===== src/logic/ulaPkg.sv =====
package ulaPkg;

   ////////////////////////////////////////
   // CPU port map
   ////////////////////////////////////////

   // Z80 style I/O address and data widths
   localparam int portAddrW = 16;
   localparam int byteW = 8;

   // ULAplus register ports, both odd
   // Port FE is decoded from any even address
   localparam logic [portAddrW-1:0] ulaPlusAddrPort = 16'hBF3B;
   localparam logic [portAddrW-1:0] ulaPlusDataPort = 16'hFF3B;

   ////////////////////////////////////////
   // Colour
   ////////////////////////////////////////

   // One GRB channel of the 9-bit output
   localparam int chanW = 3;

   // Standard mode channel levels
   localparam logic [chanW-1:0] levelNone = 3'b000;
   localparam logic [chanW-1:0] levelHalf = 3'b101;
   localparam logic [chanW-1:0] levelFull = 3'b111;

   // ULAplus palette holds 64 GGGRRRBB entries
   localparam int paletteAddrW = 6;

   ////////////////////////////////////////
   // Pixel timing
   ////////////////////////////////////////

   localparam int cellPixels = 8;
   localparam int cellPosW = $clog2(cellPixels);

   // Frame pulse divider, MSB is the flash phase
   localparam int flashDivW = 5;

   // Attribute byte, read as Spectrum colours or as ULAplus palette indices
   typedef union packed {
      struct packed {
         logic             flash;
         logic             bright;
         logic [chanW-1:0] paper;
         logic [chanW-1:0] ink;
      } stdView;
      struct packed {
         logic [1:0]       group;
         logic [chanW-1:0] paperIdx;
         logic [chanW-1:0] inkIdx;
      } plusView;
   } attrWord_u;

endpackage


===== src/logic/attrDecode.sv =====
`timescale 1ns/1ps

module attrDecode (
   input  logic                              sysclk,
   input  logic                              rst_n,
   input  logic                              cellValid,
   input  logic [ulaPkg::byteW-1:0]          cellBitmap,
   input  ulaPkg::attrWord_u                 cellAttr,
   input  logic                              decTake,
   input  logic [ulaPkg::byteW-1:0]          paperEntry,
   input  logic [ulaPkg::byteW-1:0]          inkEntry,
   output logic                              cellReady,
   output logic [ulaPkg::paletteAddrW-1:0]   paperAddr,
   output logic [ulaPkg::paletteAddrW-1:0]   inkAddr,
   output logic                              decValid,
   output logic [ulaPkg::byteW-1:0]          decBitmap,
   output ulaPkg::attrWord_u                 decStd,
   output logic [ulaPkg::byteW-1:0]          decPlusPaper,
   output logic [ulaPkg::byteW-1:0]          decPlusInk
);
   import ulaPkg::*;

   logic cellAccept;

   // Palette index is group, paper/ink select, colour index
   assign paperAddr = {cellAttr.plusView.group, 1'b1, cellAttr.plusView.paperIdx};
   assign inkAddr = {cellAttr.plusView.group, 1'b0, cellAttr.plusView.inkIdx};

   // Free slot, or slot drained by execute this cycle
   assign cellReady = ~decValid | decTake;
   assign cellAccept = cellValid & cellReady;

   // Decode valid bit
   always_ff @(posedge sysclk) begin
      if (!rst_n)
         decValid <= 1'b0;
      else if (cellAccept)
         decValid <= 1'b1;
      else if (decTake)
         decValid <= 1'b0;
   end

   // Cell payload with both palette entries captured at accept
   always_ff @(posedge sysclk) begin
      if (cellAccept) begin
         decBitmap <= cellBitmap;
         decStd <= cellAttr;
         decPlusPaper <= paperEntry;
         decPlusInk <= inkEntry;
      end
   end

endmodule


===== src/logic/colourResult.sv =====
`timescale 1ns/1ps

module colourResult (
   input  logic                        exValid,
   input  logic                        exInk,
   input  logic                        exRawPixel,
   input  logic                        exBright,
   input  logic [ulaPkg::chanW-1:0]    exPaper,
   input  logic [ulaPkg::chanW-1:0]    exInkColour,
   input  logic [ulaPkg::byteW-1:0]    exPlusPaper,
   input  logic [ulaPkg::byteW-1:0]    exPlusInk,
   input  logic                        plusMode,
   output logic                        pixelValid,
   output logic [ulaPkg::chanW-1:0]    red,
   output logic [ulaPkg::chanW-1:0]    green,
   output logic [ulaPkg::chanW-1:0]    blue
);
   import ulaPkg::*;

   logic [chanW-1:0] stdColour;
   logic [chanW-1:0] stdLevel;
   logic [byteW-1:0] plusEntry;

   assign pixelValid = exValid;

   // Spectrum colour is GRB, flash already folded into exInk
   assign stdColour = exInk ? exInkColour : exPaper;
   assign stdLevel = exBright ? levelFull : levelHalf;

   // ULAplus ignores flash
   assign plusEntry = exRawPixel ? exPlusInk : exPlusPaper;

   ////////////////////////////////////////
   // Channel mapping
   ////////////////////////////////////////

   always_comb begin
      if (plusMode) begin
         // GGGRRRBB, third blue bit is B1 | B0
         green = plusEntry[7:5];
         red = plusEntry[4:2];
         blue = {plusEntry[1:0], |plusEntry[1:0]};
      end else begin
         // Black stays black with bright
         green = stdColour[2] ? stdLevel : levelNone;
         red = stdColour[1] ? stdLevel : levelNone;
         blue = stdColour[0] ? stdLevel : levelNone;
      end
   end

endmodule


===== src/logic/paletteRam.sv =====
`timescale 1ns/1ps

module paletteRam (
   input  logic                              sysclk,
   input  logic                              wrEn,
   input  logic [ulaPkg::paletteAddrW-1:0]   wrAddr,
   input  logic [ulaPkg::byteW-1:0]          wrData,
   input  logic [ulaPkg::paletteAddrW-1:0]   cpuAddr,
   input  logic [ulaPkg::paletteAddrW-1:0]   paperAddr,
   input  logic [ulaPkg::paletteAddrW-1:0]   inkAddr,
   output logic [ulaPkg::byteW-1:0]          cpuData,
   output logic [ulaPkg::byteW-1:0]          paperEntry,
   output logic [ulaPkg::byteW-1:0]          inkEntry
);
   import ulaPkg::*;

   // GGGRRRBB entries
   logic [byteW-1:0] entries [2**paletteAddrW];

   // Single CPU write port
   always_ff @(posedge sysclk) begin
      if (wrEn)
         entries[wrAddr] <= wrData;
   end

   ////////////////////////////////////////
   // Asynchronous lookups
   ////////////////////////////////////////

   // CPU readback
   assign cpuData = entries[cpuAddr];
   // Paper and ink for the cell in decode
   assign paperEntry = entries[paperAddr];
   assign inkEntry = entries[inkAddr];

endmodule


===== src/logic/pixelExecute.sv =====
`timescale 1ns/1ps

module pixelExecute (
   input  logic                        sysclk,
   input  logic                        rst_n,
   input  logic                        frameStart,
   input  logic                        decValid,
   input  logic [ulaPkg::byteW-1:0]    decBitmap,
   input  ulaPkg::attrWord_u           decStd,
   input  logic [ulaPkg::byteW-1:0]    decPlusPaper,
   input  logic [ulaPkg::byteW-1:0]    decPlusInk,
   output logic                        decTake,
   output logic                        exValid,
   output logic                        exInk,
   output logic                        exRawPixel,
   output logic                        exBright,
   output logic [ulaPkg::chanW-1:0]    exPaper,
   output logic [ulaPkg::chanW-1:0]    exInkColour,
   output logic [ulaPkg::byteW-1:0]    exPlusPaper,
   output logic [ulaPkg::byteW-1:0]    exPlusInk
);
   import ulaPkg::*;

   logic [byteW-1:0] shiftReg;
   logic [cellPosW-1:0] pixelPos;
   logic [flashDivW-1:0] flashCount;
   attrWord_u exAttr;
   logic lastPixel;

   ////////////////////////////////////////
   // Serializer
   ////////////////////////////////////////

   assign lastPixel = (pixelPos == cellPosW'(cellPixels - 1));
   // Take the next cell when idle or on the final bit
   assign decTake = decValid & (~exValid | lastPixel);

   always_ff @(posedge sysclk) begin
      if (!rst_n) begin
         exValid <= 1'b0;
         pixelPos <= '0;
      end else if (decTake) begin
         exValid <= 1'b1;
         pixelPos <= '0;
      end else if (exValid) begin
         pixelPos <= pixelPos + 1'b1;
         // Drop out after bit 0 with nothing queued
         if (lastPixel)
            exValid <= 1'b0;
      end
   end

   // Bitmap shifts MSB first, attributes ride along
   always_ff @(posedge sysclk) begin
      if (decTake) begin
         shiftReg <= decBitmap;
         exAttr <= decStd;
         exPlusPaper <= decPlusPaper;
         exPlusInk <= decPlusInk;
      end else begin
         shiftReg <= {shiftReg[byteW-2:0], 1'b0};
      end
   end

   ////////////////////////////////////////
   // Flash
   ////////////////////////////////////////

   // Phase toggles every 16 frames
   always_ff @(posedge sysclk) begin
      if (!rst_n)
         flashCount <= '0;
      else if (frameStart)
         flashCount <= flashCount + 1'b1;
   end

   assign exRawPixel = shiftReg[byteW-1];
   assign exInk = exRawPixel ^ (exAttr.stdView.flash & flashCount[flashDivW-1]);
   assign exBright = exAttr.stdView.bright;
   assign exPaper = exAttr.stdView.paper;
   assign exInkColour = exAttr.stdView.ink;

endmodule


===== src/logic/ulaApbRegs.sv =====
`timescale 1ns/1ps

module ulaApbRegs (
   input  logic                              sysclk,
   input  logic                              rst_n,
   input  logic                              psel,
   input  logic                              penable,
   input  logic                              pwrite,
   input  logic [ulaPkg::portAddrW-1:0]      paddr,
   input  logic [ulaPkg::byteW-1:0]          pwdata,
   input  logic [ulaPkg::byteW-1:0]          paletteCpuData,
   output logic [ulaPkg::byteW-1:0]          prdata,
   output logic                              pready,
   output logic                              pslverr,
   output logic                              mic,
   output logic                              spk,
   output logic                              plusMode,
   output logic                              paletteWrEn,
   output logic [ulaPkg::paletteAddrW-1:0]   paletteWrAddr,
   output logic [ulaPkg::byteW-1:0]          paletteWrData,
   output logic [ulaPkg::paletteAddrW-1:0]   paletteCpuAddr
);
   import ulaPkg::*;

   // ULAplus address register, bit 6 picks the mode register
   logic [paletteAddrW:0] plusAddrReg;

   ////////////////////////////////////////
   // Address decode
   ////////////////////////////////////////

   logic accessPhase;
   logic writeAccess;
   logic isPortFe;
   logic isAddrPort;
   logic isDataPort;

   assign accessPhase = psel & penable;
   assign writeAccess = accessPhase & pwrite;
   assign isAddrPort = (paddr == ulaPlusAddrPort);
   assign isDataPort = (paddr == ulaPlusDataPort);
   // Any even address hits the ULA
   assign isPortFe = ~paddr[0];

   // No wait states
   assign pready = 1'b1;
   // Odd addresses outside ULAplus are not mapped
   assign pslverr = accessPhase & paddr[0] & ~isAddrPort & ~isDataPort;

   ////////////////////////////////////////
   // Register writes
   ////////////////////////////////////////

   always_ff @(posedge sysclk) begin
      if (!rst_n) begin
         mic <= 1'b0;
         spk <= 1'b0;
         plusMode <= 1'b0;
         plusAddrReg <= '0;
      end else if (writeAccess) begin
         // Border bits are ignored here
         if (isPortFe) begin
            mic <= pwdata[3];
            spk <= pwdata[4];
         end
         if (isAddrPort)
            plusAddrReg <= pwdata[paletteAddrW:0];
         // Mode register sits behind the data port
         if (isDataPort && plusAddrReg[paletteAddrW])
            plusMode <= pwdata[0];
      end
   end

   // Palette write steered by address bit 6
   assign paletteWrEn = writeAccess & isDataPort & ~plusAddrReg[paletteAddrW];
   assign paletteWrAddr = plusAddrReg[paletteAddrW-1:0];
   assign paletteWrData = pwdata;
   assign paletteCpuAddr = plusAddrReg[paletteAddrW-1:0];

   ////////////////////////////////////////
   // Read data
   ////////////////////////////////////////

   always_comb begin
      prdata = 8'hFF;
      if (isAddrPort)
         prdata = {1'b0, plusAddrReg};
      else if (isDataPort && plusAddrReg[paletteAddrW])
         prdata = {7'b0000000, plusMode};
      else if (isDataPort)
         prdata = paletteCpuData;
   end

endmodule


===== src/logic/ulaVideo.sv =====
`timescale 1ns/1ps

module ulaVideo (
   input  logic                           sysclk,
   input  logic                           rst_n,
   // APB slave
   input  logic                           psel,
   input  logic                           penable,
   input  logic                           pwrite,
   input  logic [ulaPkg::portAddrW-1:0]   paddr,
   input  logic [ulaPkg::byteW-1:0]       pwdata,
   output logic [ulaPkg::byteW-1:0]       prdata,
   output logic                           pready,
   output logic                           pslverr,
   output logic                           mic,
   output logic                           spk,
   // Cells in
   input  logic                           cellValid,
   input  logic [ulaPkg::byteW-1:0]       cellBitmap,
   input  ulaPkg::attrWord_u              cellAttr,
   output logic                           cellReady,
   // Pixels out
   input  logic                           frameStart,
   output logic                           pixelValid,
   output logic [ulaPkg::chanW-1:0]       red,
   output logic [ulaPkg::chanW-1:0]       green,
   output logic [ulaPkg::chanW-1:0]       blue
);
   import ulaPkg::*;

   // CPU side of the palette
   logic plusMode;
   logic paletteWrEn;
   logic [paletteAddrW-1:0] paletteWrAddr;
   logic [byteW-1:0] paletteWrData;
   logic [paletteAddrW-1:0] paletteCpuAddr;
   logic [byteW-1:0] paletteCpuData;

   // Decode lookups
   logic [paletteAddrW-1:0] paperAddr;
   logic [paletteAddrW-1:0] inkAddr;
   logic [byteW-1:0] paperEntry;
   logic [byteW-1:0] inkEntry;

   // Decode to execute
   logic decValid;
   logic decTake;
   logic [byteW-1:0] decBitmap;
   attrWord_u decStd;
   logic [byteW-1:0] decPlusPaper;
   logic [byteW-1:0] decPlusInk;

   // Execute to result
   logic exValid;
   logic exInk;
   logic exRawPixel;
   logic exBright;
   logic [chanW-1:0] exPaper;
   logic [chanW-1:0] exInkColour;
   logic [byteW-1:0] exPlusPaper;
   logic [byteW-1:0] exPlusInk;

   ////////////////////////////////////////
   // CPU registers and palette
   ////////////////////////////////////////

   ulaApbRegs apbRegs (
      .sysclk         (sysclk),
      .rst_n          (rst_n),
      .psel           (psel),
      .penable        (penable),
      .pwrite         (pwrite),
      .paddr          (paddr),
      .pwdata         (pwdata),
      .paletteCpuData (paletteCpuData),
      .prdata         (prdata),
      .pready         (pready),
      .pslverr        (pslverr),
      .mic            (mic),
      .spk            (spk),
      .plusMode       (plusMode),
      .paletteWrEn    (paletteWrEn),
      .paletteWrAddr  (paletteWrAddr),
      .paletteWrData  (paletteWrData),
      .paletteCpuAddr (paletteCpuAddr)
   );

   paletteRam palette (
      .sysclk     (sysclk),
      .wrEn       (paletteWrEn),
      .wrAddr     (paletteWrAddr),
      .wrData     (paletteWrData),
      .cpuAddr    (paletteCpuAddr),
      .paperAddr  (paperAddr),
      .inkAddr    (inkAddr),
      .cpuData    (paletteCpuData),
      .paperEntry (paperEntry),
      .inkEntry   (inkEntry)
   );

   ////////////////////////////////////////
   // Pixel pipeline
   ////////////////////////////////////////

   attrDecode decode (
      .sysclk       (sysclk),
      .rst_n        (rst_n),
      .cellValid    (cellValid),
      .cellBitmap   (cellBitmap),
      .cellAttr     (cellAttr),
      .decTake      (decTake),
      .paperEntry   (paperEntry),
      .inkEntry     (inkEntry),
      .cellReady    (cellReady),
      .paperAddr    (paperAddr),
      .inkAddr      (inkAddr),
      .decValid     (decValid),
      .decBitmap    (decBitmap),
      .decStd       (decStd),
      .decPlusPaper (decPlusPaper),
      .decPlusInk   (decPlusInk)
   );

   pixelExecute execute (
      .sysclk       (sysclk),
      .rst_n        (rst_n),
      .frameStart   (frameStart),
      .decValid     (decValid),
      .decBitmap    (decBitmap),
      .decStd       (decStd),
      .decPlusPaper (decPlusPaper),
      .decPlusInk   (decPlusInk),
      .decTake      (decTake),
      .exValid      (exValid),
      .exInk        (exInk),
      .exRawPixel   (exRawPixel),
      .exBright     (exBright),
      .exPaper      (exPaper),
      .exInkColour  (exInkColour),
      .exPlusPaper  (exPlusPaper),
      .exPlusInk    (exPlusInk)
   );

   colourResult result (
      .exValid     (exValid),
      .exInk       (exInk),
      .exRawPixel  (exRawPixel),
      .exBright    (exBright),
      .exPaper     (exPaper),
      .exInkColour (exInkColour),
      .exPlusPaper (exPlusPaper),
      .exPlusInk   (exPlusInk),
      .plusMode    (plusMode),
      .pixelValid  (pixelValid),
      .red         (red),
      .green       (green),
      .blue        (blue)
   );

endmodule


===== config.mk =====
export PLATFORM = sky130hd
export DESIGN_NAME = ulaVideo
export DESIGN_NICKNAME = d
export VERILOG_FILES = /design/src/logic/ulaPkg.sv /design/src/logic/attrDecode.sv /design/src/logic/colourResult.sv /design/src/logic/paletteRam.sv /design/src/logic/pixelExecute.sv /design/src/logic/ulaApbRegs.sv /design/src/logic/ulaVideo.sv
export SDC_FILE = /design/constraint.sdc
export NUM_CORES = 1
export LEC_CHECK = 0
export BUFFER_PORTS_ARGS = -buffer_cell sky130_fd_sc_hd__buf_4
export CAP_MARGIN = 20
export CORE_ASPECT_RATIO = 0.7
export CORE_MARGIN = 3
export CORE_UTILIZATION = 50
export CTS_CLUSTER_SIZE = 28
export DETAILED_ROUTE_END_ITERATION = 6
export GPL_TIMING_DRIVEN = 1
export PLACE_DENSITY = 0.76
export SYNTH_ARGS = -nofsm -noshare
export SYNTH_HDL_FRONTEND = slang
export SYNTH_SLANG_ARGS = --single-unit

===== constraint.sdc =====
create_clock -name sysclk -period 2.82 [get_ports sysclk]
set_input_delay 0.282 -clock sysclk [delete_from_list [all_inputs] [get_ports sysclk]]
set_output_delay 0.282 -clock sysclk [all_outputs]
set_load 0.01 [all_outputs]

* Yosys cells after proc, flatten, opt, wreduce, memory -nomap -nowiden
Memory sizes are Yosys's and may differ from the RTL's. A register that Yosys moved wholly into a read port is not among the register bits.
Index checks and enable logic that the tools add are counted.
W data, S select, Z words.
** Operators by class
- Reductions and logical operators :: 7
- Multiplexer cells :: 22
- Equal/unequal tests :: 3
- Bitwise logic cells :: 20
- Add/subtract/negate cells :: 2
** Operator list (number)
- $mux W8 :: 5
- $eq A16 B16 Y1 const B :: 2
- $mux W3 :: 7
- $mux W6 :: 2
- $and A1 B1 Y1 :: 10
- $mux W1 :: 7
- $not A1 Y1 :: 7
- $reduce_and A2 Y1 :: 3
- $add A5 B1 Y5 const B :: 1
- $reduce_or A2 Y1 :: 2
- $add A3 B1 Y3 const B :: 1
- $eq A3 B3 Y1 const B :: 1
- $mux W2 :: 1
- $or A1 B1 Y1 :: 2
- $reduce_bool A2 Y1 :: 1
- $logic_and A1 B1 Y1 :: 1
- $xor A1 B1 Y1 :: 1
** Storage, ports and cells
- Bits in writable memories :: 512
- Bits in registers :: 68
- Input port bits :: 47
- Memories kept :: 1
** Memories
- palette.entries :: words 64, width 8, rd ports 3, clocked after memory_dff 3, write ports 1, line paletteRam.sv:18 : logic [byteW-1:0] entries [2**paletteAddrW];

* Depth between registers and ports, before layout
Gate-level depths: netlist of run 1.
- Depth in word-level cells :: 6
- Depth in mapped cells :: 9
- Depth with buffers taken out :: 7

* Cells and area by module
Synthesis of run 1 repeated with hierarchy kept, for this count alone.
** Second synthesis, totals
- Cell total of the unflattened synthesis :: 1819
- Area total of the unflattened synthesis :: 32229.7 um^2
** Modules (own cells, without submodules)
- paletteRam :: seq. area each 15374.7 um^2, area each 28564.9 um^2, cells each 1543, times used 1
- pixelExecute :: seq. area each 1061.0 um^2, area each 1480.2 um^2, cells each 90, times used 1
- attrDecode :: seq. area each 980.9 um^2, area each 1116.1 um^2, cells each 51, times used 1
- ulaApbRegs :: seq. area each 200.2 um^2, area each 813.3 um^2, cells each 108, times used 1
- colourResult :: seq. area each 0.0 um^2, area each 255.2 um^2, cells each 27, times used 1

* Worst setup path after synthesis of run 1
Ideal clock, no wire load.
- Kind :: reg-to-reg
- Start point :: reg execute.pixelPos[0]
- End point :: reg execute.shiftReg[0]
- Cell stages (with the launch flop) :: 8
- Library setup time :: 0.121 ns
- Data required time :: 2.699 ns
- Data arrival time :: 2.257 ns
- Path slack :: 0.442 ns
- Cells stage by stage :: dfxtp_1 > ha_1 > ha_1 > nor2b_1 > nand2b_1 > clkbuf_1 > clkinv_1 > and2_1
** Between the ends
- Cells in the longest elaborated chain, start to end :: 3
** RTL lines
- start, declared :: line pixelExecute.sv:25 : logic [cellPosW-1:0] pixelPos;
- start signal, assigned :: line pixelExecute.sv:46 : pixelPos <= pixelPos + 1'b1;
- $eq A3 B3 Y1 :: line pixelExecute.sv:34 : assign lastPixel = (pixelPos == cellPosW'(cellPixels - 1));
- $or A1 B1 Y1 :: line pixelExecute.sv:36 : assign decTake = decValid & (~exValid | lastPixel);
- $and A1 B1 Y1 :: line pixelExecute.sv:36
- named net decTake :: line ulaVideo.sv:47 : logic decTake;
- end signal, assigned :: line pixelExecute.sv:56 : shiftReg <= decBitmap;
- end signal, assigned :: line pixelExecute.sv:61 : shiftReg <= {shiftReg[byteW-2:0], 1'b0};
- end, declared :: line pixelExecute.sv:24 : logic [byteW-1:0] shiftReg;
The timed path passes the listed nets, and every way through them passes these cells.
A chain may end at the register's enable or synchronous reset.

==> summary.md, run 1 <==
| Metric | Value |
|---|---|
| Startpoint Class | register |
| Status | complete, but fails checks |
| Setup ws final | -0.6301 ns |
| CP arrival | 3.17 ns |
| Final Critical Period | 3.450 ns |
| Max_slew headroom | 46.67% |
| Max clock buf depth | 3 |
| Placement Rows | 70 |
| Final Util | 60.95% |
| Max FO, Critical Path | 7 |
| Initial antenna violation count | 1 |
| Setup CP Type | reg -> out |
| # fillers | 3623 |
| Part of the power in registers | 53.8% |
| Aggregate global-route resource usage | 26.84% |
| Clock group share of total power | 41.1% |
| Final hold violations | 0 |
| WL per Instance | 32.87 µm |
| Max VDD drop | 0.0005901 V |
| CTS H-Tree Depth | 2 |
| Clk slew on worst S/H paths | 0.06 ns |
| Slew Limit Fails | 0 |
| Slowest-stage cell, CP | mux4_2 |
| Layout cell share with drive strength beyond 1 | 44.56% |
| Post-synth EDFFs | 568 |
| Hpwl dp | 51130 µm |
| 1st-iter DRT viols | 2474 |
| GP Congestion | 0.9292 |
| Cell area after synthesis | 27170 µm² |
| Clock Skew | 0.03134 ns |
| Cell Int Power | 14.61 mW |
| Post-synth cell types | 45 |
| Crit path cell chain | buf_12, buf_12, buf_6, mux4_2, mux4_2, nand2b_4, a31oi_1, buf_4, o21ai_4, buf_6 |
| TritonCTS Buffers | 54 |
| NumNets Final | 1620 |
| Root Driver | clkbuf_16 |
| # IOs | 70 |
| Pwr dens | 569.6 nW/µm² |
| Die footprint | 57210 µm² |
| Area of the multi-input gates | 9216 µm² |
| RSZ-0062 raised after global routing | yes |
| Register area | 17750 µm² |
| Worst skew pair latency | 0.60 ns |
| Port bufs | 68 |
| Sequential fraction of the synthesis area | 65.29% |
| Asr flop ratio synth | 0% |
| Mapped Cells | 1326 |
| Fin crit share | 122.3% |
| Hold Crit Class | in -> reg |
| Post-route ant nets | 0 |
| Largest net degree at the start of global routing | 67 |
| Global-route wire length before repair | 111000 µm |
| Vias/cell | 6.730 |
| Vias in the first global route | 15690 |
| Kind of cell adding the most delay to the critical path | multiplexers |
| Clk sinks | 602 |
| Antenna Cells | 0 |
| Comb power frac | 5.1% |
| Initial Util | 51.27% |
| Dominant synthesized flop cell | edfxtp_1 |
| CP peak stage delay | 0.55 ns |
| Syn_nets | 1376 |
| Setup crit end kind | primary output |
| Die Ht | 201.0 µm |
| Die Span X | 284.6 µm |
| Worst-Margin Slew | 0.7999 ns |
| Initial DRT Pass Iterations | 6 |
| Area grow syn2layout | 18.89% |
| Routed via count | 15680 |
| Setup Slack @ Placement | -0.09660 ns |
| Worst EP required | 2.54 ns |
| Net switching power | 3.787 mW |
| GRT overflow | 0 |
| Routed wire length | 76560 µm |
| Max Cap Viol | 0 |
| Ys Warns | 0 |
| Flops & latches, synth | 602 |
| Core area | 52990 µm² |
| Failing checks | setup timing |
| Setup Viol. Count Final | 8 |
| CTS tree | built |
| Lkg Pwr | 10.29 nW |
| DRC | 0 |
| Switching part of the total power | 20.59% |
| Final Total Pwr | 18.40 mW |
| Buffers plus inverters on the worst setup path | 5 |
| FMAX | 289.9 MHz |
| Syn avg cell area | 20.49 µm² |
## power by group through the flow
stage	Combinational, mW	Sequential [mW]	Clock (mW)
5_1_grt	0.996	9.89	8.00
3_3_place_gp	0.886	10.1	0
4_1_cts	0.927	9.89	7.64
6_report	0.946	9.89	7.56
3_5_place_dp	0.907	10.1	0
2_1_floorplan	0.498	10.1	0
## worst reg2reg max path, cell delays in order (launching register included)
cell and delay [ns]:
edfxtp_1 0.40, mux4_2 0.50, mux4_2 0.60, mux2_2 0.37
## through the flow
step | area, µm² | hold slack, ns | std cells | setup TNS, ns
3_3_place_gp | 29630 | 0.4033 | 2197 | -0.2568
4_1_cts | 32230 | 0.01773 | 2327 | -4.283
3_5_place_dp | 29630 | 0.4045 | 2197 | -1.630
2_1_floorplan | 27170 | 0.3809 | 1326 | 0
6_report | 32300 | 0.03419 | 2329 | -4.521
5_1_grt | 32300 | 0.05854 | 2329 | -4.894
## logic make-up (layout without fill, tap and decap cells)
group / count (synthesis) / count (layout) / share of synthesized area [%]
AO/OA/AOI/OAI: 60 / 60 / 1.593
XOR/XNOR: 6 / 6 / 0.1934
AND/OR/NAND/NOR: 182 / 182 / 3.021
flip-flops: 602 / 602 / 65.29
adder cells (fa/ha/maj): 3 / 3 / 0.1382
other: 1 / 1 / 0.01380
buffers and inverters: 97 / 380 / 1.934
multiplexers: 375 / 375 / 27.82
## final timing paths
| check | startpoint | endpoint | slack [ns] | depth (start not counted) |
|---|---|---|---|---|
| max | register | prdata[6] | -0.63 | 10 |
| min | frameStart | execute.flashCount[1] | 0.03 | 3 |
| max reg2reg | palette.entries[58][5] | decode.decPlusPaper[5] | 0.68 | 3 |
| min reg2reg | decode.decPlusPaper[4] | execute.exPlusPaper[4] | 0.41 | 0 |
## per-layer routing
metal	part of all wire, %	GRT usage, %
met1	38	40.10
met3	17	10.67
met2	43	37.87
met5	0.010	0
met4	2.2	5.176
## synthesized netlist by cell type, types with 4 or more instances
cell / instances / area, µm²
a21o_1: 5 / 37.54
buf_2: 18 / 90.09
edfxtp_1: 568 / 17060
nand3_1: 19 / 95.09
mux2_2: 30 / 337.8
inv_1: 9 / 33.78
o21ai_1: 4 / 20.02
a21oi_1: 4 / 20.02
a221oi_1: 8 / 70.07
nor2_1: 77 / 289.0
o21ai_0: 11 / 55.05
nor2b_1: 20 / 125.1
buf_6: 8 / 90.09
and2_1: 9 / 56.30
nand2_1: 42 / 157.7
o221ai_1: 4 / 35.03
mux2i_1: 44 / 440.4
buf_4: 21 / 157.7
mux4_2: 301 / 6779
buf_1: 17 / 63.81
xnor2_1: 4 / 35.03
dfxtp_1: 34 / 680.7
clkbuf_1: 23 / 86.33
o2111ai_1: 4 / 35.03
## cells in the final DEF, fill, tap and decap left out, types with 8 or more instances in the layout
cell type / n
edfxtp_1: 568
mux4_2: 301
buf_4: 218
nor2_1: 77
clkbuf_16: 56
nand2_1: 42
mux2i_1: 34
dfxtp_1: 31
mux2_2: 27
buf_12: 26
nor2b_1: 19
nand3_1: 17
buf_6: 15
clkbuf_1: 12
clkinv_2: 10
inv_1: 9
dlygate4sd3_1: 9
and2_1: 8
bufinv_16: 8
## repair_timing
action                                  CTS  global route
endpoints found under the setup margin    8             8
gates cloned                              5             1
hold buffers                              9             0
pin swaps                                10            12
endpoints found under the hold margin     9             0
gates resized for setup                  62            16
buffers inserted                         21             7
## area by class of cell
class	instances	share of cell area (%)
clock buffer	69	4.486
clock inverter	26	1.023
inverter	10	0.1162
multi-input combinational	627	28.53
sequential	602	54.95
tap	720	2.789
timing repair buffer	275	8.100
## sequential cells by signal (all words and copies together) (netlist names), 3 cells and up, named ones only
name / cells
palette.entries: 512
decode.decBitmap: 8
decode.decPlusInk: 8
decode.decPlusPaper: 8
decode.decStd: 8
execute.exAttr: 8
execute.exPlusInk: 8
execute.exPlusPaper: 8
execute.shiftReg: 8
apbRegs.plusAddrReg: 7
execute.flashCount: 5
execute.pixelPos: 3
Power figures use the tool's default switching activity.
==> inputs of run 2 (changes only) <==
CORE_MARGIN = 2   (was 3)
CTS_BUF_LIST = sky130_fd_sc_hd__clkbuf_8   (was not set)
==> summary.md, run 2 (same netlist as run 1, synthesis figures left out) <==
| Metric | Value |
|---|---|
| Status | complete, but fails checks |
| Failing checks | setup timing |
| Fin crit share | 121.3% (-1.1 points) |
| Placed Cells | 2193 (-0.18%) |
| Root Driver | clkbuf_8 |
| Worst r2r src | palette.entries[47][1] |
| Setup Slack @ Placement | 0.009693 ns (+0.1063 ns) |
| Pwr dens | 543.9 nW/µm² (-4.5%) |
| Routed via count | 16010 (+2.1%) |
| FMAX | 292.4 MHz (+0.87%) |
| Clock Skew | 0.03601 ns (+0.004667 ns) |
| Vias/cell | 6.663 (-1.0%) |
| Worst skew pair latency | 0.66 ns (+0.06 ns) |
| Die footprint | 56250 µm² (-1.7%) |
| Placement Rows | 71 (+1.4%) |
| Final Util | 59.59% (-1.4 points) |
| Final Critical Period | 3.420 ns (-0.02972 ns) |
| Reg with most FFs | palette.entries |
| Register-to-register setup slack | 0.67 ns (about the same) |
| TritonCTS Buffers | 89 (+65%) |
| Max VDD drop | 0.0004141 V (-30%) |
| Post-route ant nets | 0 (unchanged) |
| # IOs | 70 (unchanged) |
| Aggregate global-route resource usage | 27.39% (+0.55 points) |
| Antenna Cells | 0 (unchanged) |
| Die Span X | 282.6 µm (-0.70%) |
| # fillers | 3707 (+2.3%) |
| Setup_tns | -4.366 ns (+0.1551 ns) |
| Most frequent cells in the layout | 568 x edfxtp_1, 301 x mux4_2, 220 x buf_4 |
| Slew Limit Fails | 0 (unchanged) |
| Final hold slack | 0.07529 ns (+0.04110 ns) |
| Setup CP Type | reg -> out |
| DP Area | 29570 µm² (-0.23%) |
| Largest net degree at the start of global routing | 67 (unchanged) |
| Layout cell share with drive strength beyond 1 | 44.17% (-0.39 points) |
| Worst Hold Launch | cellAttr[2] |
| Global-route wire length before repair | 108100 µm (-2.6%) |
| Max Cap Viol | 0 (unchanged) |
| Commonest non-fill, non-tap cell in the layout | edfxtp_1 |
| CP arrival | 3.14 ns (-0.03 ns) |
| Clk sinks | 602 (unchanged) |
| Initial antenna violation count | 4 (+3) |
| Max clock buf depth | 3 (unchanged) |
| DRC | 0 (unchanged) |
| Hpwl dp | 50530 µm (-1.2%) |
| Routed wire length | 76660 µm (+0.14%) |
| Clk slew on worst S/H paths | 0.06 ns (about the same) |
| Area grow syn2layout | 17.88% |
| Final design area excluding fillers | 32030 µm² (-0.84%) |
| Vias in the first global route | 15570 (-0.81%) |
| Max FO, Critical Path | 6 (-1) |
| Final hold violations | 0 (unchanged) |
| Setup ws final | -0.6003 ns (+0.02972 ns) |
| GP Congestion | 0.9463 (+1.8%) |
| Startpoint Class | register |
| CTS H-Tree Depth | 3 (+1) |
| GRT overflow | 0 (unchanged) |
| Worst-Margin Slew | 0.7887 ns (-0.01120 ns) |
| Final Total Pwr | 17.42 mW (-5.3%) |
| WL per Instance | 31.90 µm (-2.9%) |
| Initial Util | 50.55% (-0.72 points) |
| Fin cells | 2403 (+3.2%) |
| Die Ht | 199.0 µm (-0.99%) |
| 1st-iter DRT viols | 2585 (+4.5%) |
| NumNets Final | 1655 (+2.2%) |
| Lkg Pwr | 10.31 nW (+0.19%) |
| Port bufs | 68 (unchanged) |
| CTS tree | built |
| RSZ-0062 raised after global routing | yes |
| Max_slew headroom | 47.42% (+0.75 points) |
| Setup Viol. Count Final | 8 (unchanged) |
| Worst EP required | 2.54 ns (about the same) |
| Hold Crit Class | in -> reg |
| Setup crit end kind | primary output |
| Max reg flops | 512 (unchanged) |
| Core area | 53750 µm² (+1.4%) |
| Initial DRT Pass Iterations | 6 (unchanged) |
## run 2: cell count changes in the layout (fill, tap and decap cells not counted), moves of 3 or more
cell           before  now
a221oi_4            3    0
buf_16              4    1
clkinv_1            7   18
bufinv_16           8    1
mux2i_2             6    2
clkbuf_8            2   94
clkbuf_16          56    5
buf_6              15    7
clkbuf_1           12    0
clkinv_2           10   16
mux2i_1            34   37
dlygate4sd3_1       9   14
inv_1               9   34
## run 2: path summary, 6_finish.rpt
| path | to | depth (start not counted) |
|---|---|---|
| setup / recovery | prdata[5] | 9 |
| hold / removal | decode.decStd[2] | 1 |
| setup reg to reg | decode.decPlusPaper[1] | 3 |
| hold reg to reg | execute.exPlusPaper[0] | 0 |
## run 2: timing repair
action	CTS	global route
hold endpoints to repair	27	0
hold buffers	14	0
setup endpoints to repair	8	8
cloned	0	5
buffers inserted	16	16
pin swaps	2	7
gates resized for setup	25	22
## run 2: per-layer routing
metal / vias to the layer above / GRT usage, % / routed length, µm
li1: 6260 / - / -
met1: 8287 / 40.55 / 29470
met2: 1313 / 37.78 / 32660
met3: 150 / 11.09 / 12510
met4: 2 / 7.251 / 2001
met5: - / 0 / 16
## run 2: where the power goes
group / internal [mW] / switching, mW
sequential: 9.86 / 0.0349
clock: 3.20 / 3.39
combinational: 0.408 / 0.529
## run 2: critical path, stage by stage (launching register included)
cell and delay (ns):
dfxtp_4 0.39, buf_12 0.12, clkbuf_16 0.16, buf_12 0.11
mux4_2 0.49, mux4_2 0.52, o211ai_1 0.21, o2111ai_1 0.16
buf_4 0.19, buf_6 0.12
## run 2: layout make-up
| class | count | area (µm²) | area share, % |
|---|---|---|---|
| clock buffer | 94 | 1294 | 4.040 |
| clock inverter | 65 | 330.3 | 1.031 |
| inverter | 10 | 37.54 | 0.1172 |
| multi-input combinational | 627 | 9124 | 28.49 |
| sequential | 602 | 17750 | 55.42 |
| tap | 730 | 913.4 | 2.852 |
| timing repair buffer | 275 | 2579 | 8.052 |
==> inputs of run 3 (changes only) <==
CELL_PAD_IN_SITES_DETAIL_PLACEMENT = 1   (was not set)
CELL_PAD_IN_SITES_GLOBAL_PLACEMENT = 2   (was not set)
PLACE_DENSITY = 0.9   (was 0.76)
RECOVER_POWER = 25   (was not set)
==> summary.md, run 3 (same netlist as run 1, synthesis figures left out) <==
| Metric | Value |
|---|---|
| CTS H-Tree Depth | 3 (unchanged) |
| RSZ-0062 raised after global routing | yes |
| Final hold violations | 0 (unchanged) |
| # IOs | 70 (unchanged) |
| Aggregate global-route resource usage | 31.54% (+4.2 points) |
| GP Congestion | 0.9358 (-1.1%) |
| Initial antenna violation count | 4 (unchanged) |
| Worst skew pair latency | 0.71 ns (+0.05 ns) |
| Net switching power | 4.076 mW (+3.2%) |
| Part of the power in registers | 56.6% (-0.2 points) |
| Largest net degree at the start of global routing | 67 (unchanged) |
| Initial DRT Pass Iterations | 7 (+1) |
| Worst EP required | 2.54 ns (about the same) |
| Post-route ant nets | 0 (unchanged) |
| Crit-path most repeated cell | buf_4 |
| Clk slew on worst S/H paths | 0.07 ns (about the same) |
| Crit path cell chain | buf_4, buf_12, mux4_2, mux2i_2, and2_4, o21ai_0, a32oi_1, o211ai_1, buf_4 |
| Max_slew headroom | -106.9% (-150 points) |
| Switching part of the total power | 23.29% (+0.61 points) |
| Slowest-stage cell, CP | mux4_2 |
| Hold Crit Class | in -> reg |
| Vias/cell | 6.813 (+2.2%) |
| Clock Skew | 0.04695 ns (+0.01095 ns) |
| TritonCTS Buffers | 91 (+2.2%) |
| Port bufs | 68 (unchanged) |
| Setup CP Type | reg -> out |
| Setup ws final | -0.7070 ns (-0.1067 ns) |
| Die Span X | 282.6 µm (unchanged) |
| Reg with most FFs | palette.entries |
| Commonest non-fill, non-tap cell in the layout | edfxtp_1 |
| Slew Limit Fails | 325 (+325) |
| Pwr dens | 547.4 nW/µm² (+0.63%) |
| Setup crit end kind | primary output |
| Placement Rows | 71 (unchanged) |
| Routed via count | 16560 (+3.4%) |
| # fillers | 4626 (+25%) |
| Max clock buf depth | 3 (unchanged) |
| Max VDD drop | 0.0005477 V (+32%) |
| Final Critical Period | 3.527 ns (+0.1067 ns) |
| CTS tree | built |
| Core area | 53750 µm² (unchanged) |
| FMAX | 283.5 MHz (-3.0%) |
| NumNets Final | 1680 (+1.5%) |
| Most frequent cells in the layout | 568 x edfxtp_1, 301 x mux4_2, 230 x buf_4 |
| Status | complete, but fails checks |
| Clock group share of total power | 37.9% (about the same) |
| Setup_tns | -5.029 ns (-0.6629 ns) |
| Comb power frac | 5.5% (about the same) |
| CP peak stage delay | 0.55 ns (+0.03 ns) |
| Setup Viol. Count Final | 9 (+1) |
| Vias in the first global route | 17000 (+9.2%) |
| 1st-iter DRT viols | 2322 (-10%) |
| Fin crit share | 125.1% (+3.8 points) |
| Die footprint | 56250 µm² (unchanged) |
| Max reg flops | 512 (unchanged) |
| Initial Util | 50.55% (unchanged) |
| Startpoint Class | register |
| Worst-Margin Slew | 3.103 ns (+2.315 ns) |
| Max FO, Critical Path | 9 (+3) |
| Routed wire length | 85840 µm (+12%) |
| Die Ht | 199.0 µm (unchanged) |
| Area grow syn2layout | 17.69% |
| GRT overflow | 0 (unchanged) |
| Cell Int Power | 13.42 mW (-0.33%) |
| Global-route wire length before repair | 123000 µm (+14%) |
| CP arrival | 3.25 ns (+0.11 ns) |
| Root Driver | clkbuf_8 |
| Clk sinks | 602 (unchanged) |
| Hpwl dp | 57600 µm (+14%) |
| Max Cap Viol | 9 (+9) |
| Layout cell share with drive strength beyond 1 | 43.88% (-0.30 points) |
| Failing checks | capacitance limit, slew limit, setup timing |
| Setup Slack @ Placement | -0.1636 ns (-0.1732 ns) |
| WL per Instance | 35.32 µm (+11%) |
| Lkg Pwr | 10.35 nW (+0.43%) |
| DRC | 0 (unchanged) |
==> run 3: cell type report <==
class	instances	area [µm²]	share of cell area, %
clock inverter	68	315.3	0.9862
multi-input combinational	627	9094	28.44
clock buffer	93	1280	4.003
inverter	10	37.54	0.1174
timing repair buffer	298	2577	8.062
tap	730	913.4	2.857
antenna	2	5.005	0.01565
sequential	602	17750	55.52
==> run 3: worst max-delay path, delay by kind of cell (launching register included) <==
family                 cells  cell delay, ns
multiplexers               2            0.76
AO/OA/AOI/OAI              3            0.59
AND/OR/NAND/NOR            1            0.21
buffers and inverters      3            0.54
flip-flops                 1            0.42
==> run 3: worst paths after layout <==
check / start / to / slack [ns] / cells after the start
setup / recovery: register / prdata[0] / -0.71 / 9
setup reg to reg: apbRegs.plusAddrReg[1] / palette.entries[15][1] / 0.54 / 5
hold / removal: pwdata[4] / palette.entries[8][4] / 0.24 / 1
hold reg to reg: decode.decPlusPaper[5] / execute.exPlusPaper[5] / 0.42 / 0
==> run 3: power groups by stage <==
| stage | Combinational (mW) | Sequential (mW) | Clock [mW] |
|---|---|---|---|
| 2_1_floorplan | 0.498 | 10.1 | 0 |
| 3_3_place_gp | 0.891 | 10.1 | 0 |
| 3_5_place_dp | 0.927 | 10.1 | 0 |
| 4_1_cts | 0.950 | 9.90 | 6.71 |
| 5_1_grt | 1.01 | 9.91 | 7.09 |
| 6_report | 0.960 | 9.90 | 6.64 |
==> run 3: per-layer routing <==
layer	wire [µm]	vias up	track usage (%)
li1	-	6293	-
met1	33780	8781	46.02
met2	38740	1328	46.40
met3	11520	152	9.972
met4	1796	2	8.407
met5	10	-	0
==> run 3: through the flow <==
stage | instances | utilization, % | instance area [µm²] | total power, mW | hold WS [ns]
after CTS | 2419 | 59.27 | 31860 | 17.56 | 0.01288
after global placement | 2215 | 55.18 | 29660 | 10.97 | 0.4028
after detailed placement | 2215 | 55.18 | 29660 | 11.01 | 0.4063
final | 2430 | 59.49 | 31970 | 17.50 | 0.2421
after floorplan | 1326 | - | 27170 | 10.57 | 0.3809
after global routing | 2428 | 59.48 | 31970 | 18.00 | 0.2174
==> run 3: timing repair <==
action	CTS	global route
pin swaps	7	5
buffers inserted	27	9
endpoints found under the hold margin	36	0
gates cloned	1	0
resized for setup	32	14
hold buffers	15	0
endpoints found under the setup margin	8	12
